<file path="src/hdl/rv_settings.svh">
`ifndef RV_SETTINGS_SVH
`define RV_SETTINGS_SVH

// datapath word width for RV32
`define RV_XLEN 32

// architectural integer registers, x0 included
`define RV_REG_COUNT 32

// first instruction address after reset
`define RV_RESET_PC 32'h0000_0000

// every retired instruction is one 32-bit word
`define RV_PC_STEP 32'd4

`endif

</file>
<file path="src/hdl/rv_core_pkg.sv">
package rv_core_pkg;

  // operation selected by the decoder for the execute stage
  typedef enum logic [1:0] {
    alu_add,
    alu_sll,
    alu_or,
    alu_lui
  } rv_alu_op_e;

  // halted is left only through reset
  typedef enum logic {
    run,
    halted
  } rv_run_state_e;

endpackage

</file>
<file path="src/hdl/rv_isa_pkg.sv">
`include "rv_settings.svh"

package rv_isa_pkg;

  // data and address words
  typedef logic [`RV_XLEN-1:0] rv_word_t;

  // raw instruction word, always 32 bits in RV32
  typedef logic [31:0] rv_insn_t;

  typedef logic [4:0] rv_reg_idx_t;
  typedef logic [4:0] rv_shamt_t;

  // instruction fields
  typedef logic [6:0] rv_opcode_t;
  typedef logic [2:0] rv_funct3_t;
  typedef logic [6:0] rv_funct7_t;

  // major opcodes
  localparam rv_opcode_t op_lui     = 7'b01_101_11;
  localparam rv_opcode_t op_reg_imm = 7'b00_100_11;

  // funct3 values inside op_reg_imm
  localparam rv_funct3_t f3_addi = 3'b000;
  localparam rv_funct3_t f3_slli = 3'b001;
  localparam rv_funct3_t f3_ori  = 3'b110;

  // slli needs the upper immediate bits clear
  localparam rv_funct7_t funct7_zero = 7'b000_0000;

endpackage

</file>
<file path="src/hdl/rv_ifaces.sv">
`timescale 1ns/1ps

// decoded fields of the instruction on the input stream
interface rv_dec_if;
  rv_isa_pkg::rv_reg_idx_t rd;
  rv_isa_pkg::rv_reg_idx_t rs1;
  rv_core_pkg::rv_alu_op_e alu_op;
  // sign-extended I immediate, or U immediate already shifted by 12
  rv_isa_pkg::rv_word_t    imm;
  rv_isa_pkg::rv_shamt_t   shamt;
  logic                    illegal;

  modport decoder (output rd, rs1, alu_op, imm, shamt, illegal);
  modport execute (input rd, rs1, alu_op, imm, shamt, illegal);
endinterface

// one read port and one write port of the register file
interface rv_rf_if;
  rv_isa_pkg::rv_reg_idx_t rs1;
  rv_isa_pkg::rv_word_t    rs1_data;
  rv_isa_pkg::rv_reg_idx_t rd;
  rv_isa_pkg::rv_word_t    rd_data;
  logic                    we;

  modport regfile (input rs1, rd, rd_data, we, output rs1_data);
  modport execute (output rs1, rd, rd_data, we, input rs1_data);
endinterface

</file>
<file path="src/hdl/rv_core.sv">
`timescale 1ns/1ps

module rv_core (
  input  logic                    clk,
  input  logic                    rst,
  input  logic                    insn_valid,
  input  rv_isa_pkg::rv_insn_t    insn,
  output logic                    insn_ready,
  output logic                    retire_valid,
  output rv_isa_pkg::rv_word_t    retire_pc,
  output rv_isa_pkg::rv_reg_idx_t retire_rd,
  output rv_isa_pkg::rv_word_t    retire_data,
  output logic                    halt
);

  rv_dec_if dec_bus ();
  rv_rf_if  rf_bus ();

  // decode is purely combinational on the offered instruction
  rv_decoder dec0 (
    .insn (insn),
    .dec  (dec_bus.decoder)
  );

  rv_regfile rf0 (
    .clk (clk),
    .rst (rst),
    .rf  (rf_bus.regfile)
  );

  rv_execute ex0 (
    .clk          (clk),
    .rst          (rst),
    .insn_valid   (insn_valid),
    .insn_ready   (insn_ready),
    .retire_valid (retire_valid),
    .retire_pc    (retire_pc),
    .retire_rd    (retire_rd),
    .retire_data  (retire_data),
    .halt         (halt),
    .dec          (dec_bus.execute),
    .rf           (rf_bus.execute)
  );

endmodule

</file>
<file path="src/hdl/rv_decoder.sv">
`timescale 1ns/1ps

module rv_decoder (
  input  rv_isa_pkg::rv_insn_t insn,
  rv_dec_if.decoder            dec
);

  rv_isa_pkg::rv_opcode_t opcode;
  rv_isa_pkg::rv_funct3_t funct3;
  rv_isa_pkg::rv_funct7_t funct7;
  rv_isa_pkg::rv_word_t   imm_i;
  rv_isa_pkg::rv_word_t   imm_u;

  // standard RV32 field positions
  assign opcode = insn[6:0];
  assign funct3 = insn[14:12];
  assign funct7 = insn[31:25];

  assign dec.rd    = insn[11:7];
  assign dec.rs1   = insn[19:15];
  assign dec.shamt = insn[24:20];

  // I immediate sign-extended from bit 31
  assign imm_i = {{20{insn[31]}}, insn[31:20]};
  // U immediate sits in the upper 20 bits
  assign imm_u = {insn[31:12], 12'b0};

  always_comb begin
    dec.alu_op  = rv_core_pkg::alu_add;
    dec.imm     = imm_i;
    dec.illegal = 1'b0;

    case (opcode)
      rv_isa_pkg::op_lui: begin
        dec.alu_op = rv_core_pkg::alu_lui;
        dec.imm    = imm_u;
      end

      rv_isa_pkg::op_reg_imm: begin
        case (funct3)
          rv_isa_pkg::f3_addi: begin
            dec.alu_op = rv_core_pkg::alu_add;
          end
          rv_isa_pkg::f3_ori: begin
            dec.alu_op = rv_core_pkg::alu_or;
          end
          rv_isa_pkg::f3_slli: begin
            dec.alu_op = rv_core_pkg::alu_sll;
            // shift encodings with upper bits set are srai-style, not supported
            dec.illegal = (funct7 != rv_isa_pkg::funct7_zero);
          end
          default: begin
            dec.illegal = 1'b1;
          end
        endcase
      end

      default: begin
        dec.illegal = 1'b1;
      end
    endcase
  end

endmodule

</file>
<file path="src/hdl/rv_execute.sv">
`timescale 1ns/1ps
`include "rv_settings.svh"

module rv_execute (
  input  logic                    clk,
  input  logic                    rst,
  input  logic                    insn_valid,
  output logic                    insn_ready,
  output logic                    retire_valid,
  output rv_isa_pkg::rv_word_t    retire_pc,
  output rv_isa_pkg::rv_reg_idx_t retire_rd,
  output rv_isa_pkg::rv_word_t    retire_data,
  output logic                    halt,
  rv_dec_if.execute               dec,
  rv_rf_if.execute                rf
);

  rv_core_pkg::rv_run_state_e state;
  rv_isa_pkg::rv_word_t       pc;
  rv_isa_pkg::rv_word_t       alu_result;
  logic                       accept;
  logic                       commit;

  assign insn_ready = (state == rv_core_pkg::run);
  assign halt       = (state == rv_core_pkg::halted);

  assign accept = insn_valid && insn_ready;
  // only legal instructions write and retire
  assign commit = accept && !dec.illegal;

  always_comb begin
    case (dec.alu_op)
      rv_core_pkg::alu_add: alu_result = rf.rs1_data + dec.imm;
      rv_core_pkg::alu_sll: alu_result = rf.rs1_data << dec.shamt;
      rv_core_pkg::alu_or:  alu_result = rf.rs1_data | dec.imm;
      default:              alu_result = dec.imm;
    endcase
  end

  // register file steering
  assign rf.rs1     = dec.rs1;
  assign rf.rd      = dec.rd;
  assign rf.rd_data = alu_result;
  assign rf.we      = commit;

  always_ff @(posedge clk) begin
    if (rst) begin
      state        <= rv_core_pkg::run;
      pc           <= `RV_RESET_PC;
      retire_valid <= 1'b0;
    end else begin
      retire_valid <= commit;
      if (commit) begin
        pc <= pc + `RV_PC_STEP;
      end
      // an illegal encoding stops the core until the next reset
      if (accept && dec.illegal) begin
        state <= rv_core_pkg::halted;
      end
    end
  end

  // retire payload, qualified by retire_valid
  always_ff @(posedge clk) begin
    if (commit) begin
      retire_pc   <= pc;
      retire_rd   <= dec.rd;
      retire_data <= alu_result;
    end
  end

endmodule

</file>
<file path="src/hdl/rv_regfile.sv">
`timescale 1ns/1ps
`include "rv_settings.svh"

module rv_regfile (
  input logic       clk,
  input logic       rst,
  rv_rf_if.regfile  rf
);

  rv_isa_pkg::rv_word_t regs [`RV_REG_COUNT];

  // combinational read, so a write at this edge is seen by the next instruction
  assign rf.rs1_data = regs[rf.rs1];

  always_ff @(posedge clk) begin
    if (rst) begin
      for (int i = 0; i < `RV_REG_COUNT; i++) begin
        regs[i] <= '0;
      end
    end else if (rf.we && (rf.rd != '0)) begin
      // x0 never takes a write and so keeps its reset value of zero
      regs[rf.rd] <= rf.rd_data;
    end
  end

endmodule

</file>
<file path="config.mk">
export PLATFORM = sky130hd
export DESIGN_NAME = rv_core
export DESIGN_NICKNAME = d
export VERILOG_FILES = /design/src/hdl/rv_core_pkg.sv /design/src/hdl/rv_isa_pkg.sv /design/src/hdl/rv_ifaces.sv /design/src/hdl/rv_core.sv /design/src/hdl/rv_decoder.sv /design/src/hdl/rv_execute.sv /design/src/hdl/rv_regfile.sv
export VERILOG_INCLUDE_DIRS = /design/src /design/src/hdl
export SDC_FILE = /design/constraint.sdc
export NUM_CORES = 2
export LEC_CHECK = 0
export BUFFER_PORTS_ARGS = -buffer_cell sky130_fd_sc_hd__buf_2
export CAP_MARGIN = 20
export CORE_MARGIN = 2
export CORE_UTILIZATION = 50
export DETAILED_ROUTE_END_ITERATION = 12
export GPL_TIMING_DRIVEN = 0
export PLACE_DENSITY_LB_ADDON = 0.12
export SYNTH_ARGS = -nofsm -noshare
export SYNTH_HDL_FRONTEND = slang
export SYNTH_HIERARCHICAL = 1
export SYNTH_SLANG_ARGS = --single-unit
</file>
<file path="constraint.sdc">
create_clock -name clk -period 10.51 [get_ports clk]
set_input_delay 1.5765 -clock clk [delete_from_list [all_inputs] [get_ports clk]]
set_output_delay 1.5765 -clock clk [all_outputs]
set_load 0.05 [all_outputs]
</file>
==> impl_metrics.json <==
{
  "status": "complete, no violations",
  "synth_adder_area_share": 0.01467,
  "critPathKind": "in2reg",
  "port_buffers": 99,
  "cts_root_buf": "clkbuf_16",
  "rows": 122,
  "dr.pass1.iters": 6,
  "max_freq_ghz": 0.1256,
  "synth_edf_count": 1091,
  "dieArea_sq_um": 114600,
  "syn_area_sq_um": 55960,
  "hpwlAfterDp_mm": 129.5,
  "finalHoldViolCount": 0,
  "setup_viol_count_final": 0,
  "tightest_slew_ns": 1.190,
  "grt_max_degree": 43,
  "clk_path_buf_depth": 3,
  "syn_area_per_cell_sq_um": 12.50,
  "postCtsSetupRepairBufs": 0,
  "path_clk_slew_ns": 0.06,
  "leakage_uw": 0.02490,
  "cellPowerDensity_nw_per_um2": 175.7,
  "boundaryPins": 107,
  "synth_top_flop_cell": "edfxtp_1",
  "vdd_drop_max_uv": 138.7,
  "vias_per_cell": 5.727,
  "finalWorstPathRequiredPeriod_ns": 7.961,
  "clock_latency_ns": 0.74,
  "drtIter0Drc": 3849,
  "cp_max_fo": 10,
  "critPathArrivalTime_ns": 8.52,
  "synth_top_family_by_area": "simple AND/OR/NAND/NOR gates",
  "synth-simple-area-share": 0.1633,
  "worstHoldStart": "ex0/pc[31]$_SDFFE_PP0P_",
  "track_usage": 0.2913,
  "netlist_instances": 4477,
  "worstReg2RegEnd": "rf0/regs[20][27]$_SDFFCE_PN0P_",
  "htreeDepth": 3,
  "cts_buffers": 117,
  "tritoncts": "done",
  "antenna_left": 0,
  "crit_path_end_kind": "flip-flop",
  "nets": 4850,
  "synth_compound_area_frac": 0.07114,
  "timing.rr.start": "rf0/regs[2][8]$_SDFFCE_PN0P_",
  "core_sq_um": 110800,
  "antenna_found_initial": 8,
  "drc": 0,
  "hold_slack_ns": 0.4755,
  "slew_headroom": 0.2035,
  "async_reset_ff_frac": 0,
  "drive_above_1_share": 0.1131,
  "routabilityCongestion": 0.9652,
  "required_ns": 11.07,
  "areaGrowthSynthToFinish_pct": 11.58,
  "fp.dieW_um": 338.5,
  "grt_setup_unrepaired": "no",
  "holdPathEnd": "ex0/retire_pc[31]$_DFFE_PP_",
  "synthXorXnorAreaFrac": 0.006573,
  "initial_core_util": 0.5050,
  "cts_sinks": 1123,
  "ctsResizeCount": 0,
  "drv_slew": 0,
  "synth_warnings": 6,
  "period_share": 0.7574,
  "grt_pass1_vias": 35430,
  "max_cap_viol_count": 0,
  "startpoint_type": "input pin",
  "yosysSeqAreaShare": 0.5969,
  "hp-class": "reg2reg",
  "fin_tns_setup_ns": 0,
  "hold_buffers": 0,
  "synth-seq-cells": 1123,
  "hold_path_depth": 0,
  "routed_wl_mm": 169.1,
  "grt_pass1_wl_mm": 244.1,
  "regToRegSetupSlack_ns": 4.77,
  "clock_skew_ns": 0.05307,
  "overflow": 0,
  "die_h_um": 338.5,
  "wl_per_cell_um": 26.66,
  "ys_types": 82,
  "synthMuxAreaShare": 0.1073,
  "num_vias": 36330,
  "rr_worst_depth": 17
}
==> cell usage in the layout, fill, tap and decap left out, drive strengths merged, types with 17 or more instances in the layout <==
cell and instances:
or2 36, nor3 50, nand3 118, dfxtp 32, inv 91, nand2 173, a21o 39, nor2b 17
a22oi 105, edfxtp 1091, xnor2 22, and2 1004, nor2 119, clkinv 52, conb 34, a31oi 43
buf 283, xor2 20, a22o 69, mux2i 557, clkbuf 391, ha 64, o21ai 71, a21oi 185
==> how the worst max path moves through the flow <==
stage | from | end | slack, ns | cells past startpoint
floorplan | insn[16] | rf0/regs[10][30]$_SDFFCE_PN0P_ | 4.95 | 23
global placement | insn[15] | rf0/regs[24][16]$_SDFFCE_PN0P_ | 1.04 | 22
detailed placement | insn[16] | rf0/regs[24][26]$_SDFFCE_PN0P_ | 2.07 | 24
CTS | insn[16] | rf0/regs[3][29]$_SDFFCE_PN0P_ | 2.78 | 23
global route | insn[16] | rf0/regs[24][29]$_SDFFCE_PN0P_ | 2.35 | 23
finish | insn[16] | rf0/regs[20][27]$_SDFFCE_PN0P_ | 2.55 | 23
==> metrics by stage <==
step | total power, uW | std cells | worst slack, ns | cell area, sq um | utilization
after floorplan | 6112 | 4509 | 4.947 | 56080 | -
after global placement | 6906 | 6096 | 1.041 | 58440 | 0.5273
after detailed placement | 6965 | 6119 | 2.070 | 58680 | 0.5295
after CTS | 10990 | 6340 | 2.784 | 62430 | 0.5634
after global routing | 11310 | 6340 | 2.346 | 62430 | 0.5634
final | 10970 | 6343 | 2.549 | 62440 | 0.5634
==> flip-flops by register name (all words and copies together), names as in the netlist <==
register and cells:
ex0/halt 1, ex0/pc 30, ex0/retire_data 32, ex0/retire_pc 30
ex0/retire_rd 5, ex0/retire_valid 1, rf0/regs 1024
==> routing by layer <==
metal / global-route usage / share of wire
met5: 0 / 0.000053
met4: 0.09361 / 0.032
met1: 0.3971 / 0.42
met3: 0.05356 / 0.086
met2: 0.4728 / 0.47
==> area by class of cell <==
class	count	area [sq um]
Antenna cell	3	7.507
Buffer	399	1917
Clock buffer	153	3134
Clock inverter	68	618.1
Fill cell	9353	48380
Inverter	86	325.3
Multi-Input combinational cell	2901	20450
Sequential cell	1123	33400
Tap cell	1488	1862
Timing Repair Buffer	122	721.9
==> synth_stat cells (4+ instances only) <==
cell	n	share of area
a211oi_1	12	0.0016
a21o_1	38	0.0051
a21oi_1	184	0.016
a221oi_1	8	0.0013
a22o_1	69	0.011
a22oi_1	105	0.014
a2bb2oi_1	5	0.00078
a31oi_1	43	0.0048
and2_1	1004	0.11
and3_1	9	0.0010
and4_1	7	0.0011
buf_1	23	0.0015
buf_2	52	0.0047
buf_4	81	0.011
buf_6	5	0.0010
clkbuf_1	229	0.015
clkbuf_2	9	0.00080
dfxtp_1	32	0.011
edfxtp_1	1091	0.59
ha_1	64	0.014
inv_1	82	0.0055
mux2_2	12	0.0024
mux2i_1	557	0.10
mux4_2	13	0.0052
nand2_1	172	0.012
nand2b_1	9	0.0010
nand3_1	115	0.010
nand3b_1	4	0.00054
nand4_1	7	0.00078
nor2_1	103	0.0069
nor2_2	6	0.00067
nor2_4	10	0.0020
nor2b_1	16	0.0018
nor3_1	49	0.0044
o211ai_1	6	0.00080
o21a_1	16	0.0021
o21ai_0	68	0.0061
o22ai_1	7	0.00078
or2_2	36	0.0040
or3_1	11	0.0012
xnor2_1	22	0.0034
xor2_1	20	0.0031
==> kinds of logic (layout without fill, tap and decap cells) <==
group / count (synthesis) / in the layout
multiplexers: 582 / 582
buffers and inverters: 485 / 828
AO/OA/AOI/OAI: 601 / 601
XOR/XNOR: 42 / 42
flip-flops: 1123 / 1123
AND/OR/NAND/NOR: 1577 / 1577
other: 2 / 37
adder cells (fa/ha/maj): 65 / 65
==> worst max-delay path, cell delays in order <==
cell	delay, ns
buf_2	0.11
buf_4	0.14
buf_4	0.11
buf_2	0.30
buf_6	0.22
buf_2	0.64
buf_4	0.36
mux2i_1	0.21
nand2_1	0.08
nand3_1	0.32
nand3_1	0.47
inv_1	0.26
ha_1	0.36
and3_1	0.26
a221oi_2	0.29
o2111ai_1	0.23
and2_1	0.29
a21oi_1	0.41
nand2_1	0.12
xnor2_1	0.15
o22ai_1	0.80
clkbuf_1	0.52
and2_1	0.22
==> power breakdown <==
| part | internal (uW) | switching, uW | total, uW |
|---|---|---|---|
| Combinational | 467 | 1370 | 1840 |
| Sequential | 5050 | 35.7 | 5080 |
| Clock | 2280 | 1770 | 4050 |
| Total | 7790 | 3180 | 11000 |
Power figures use the tool's default switching activity.
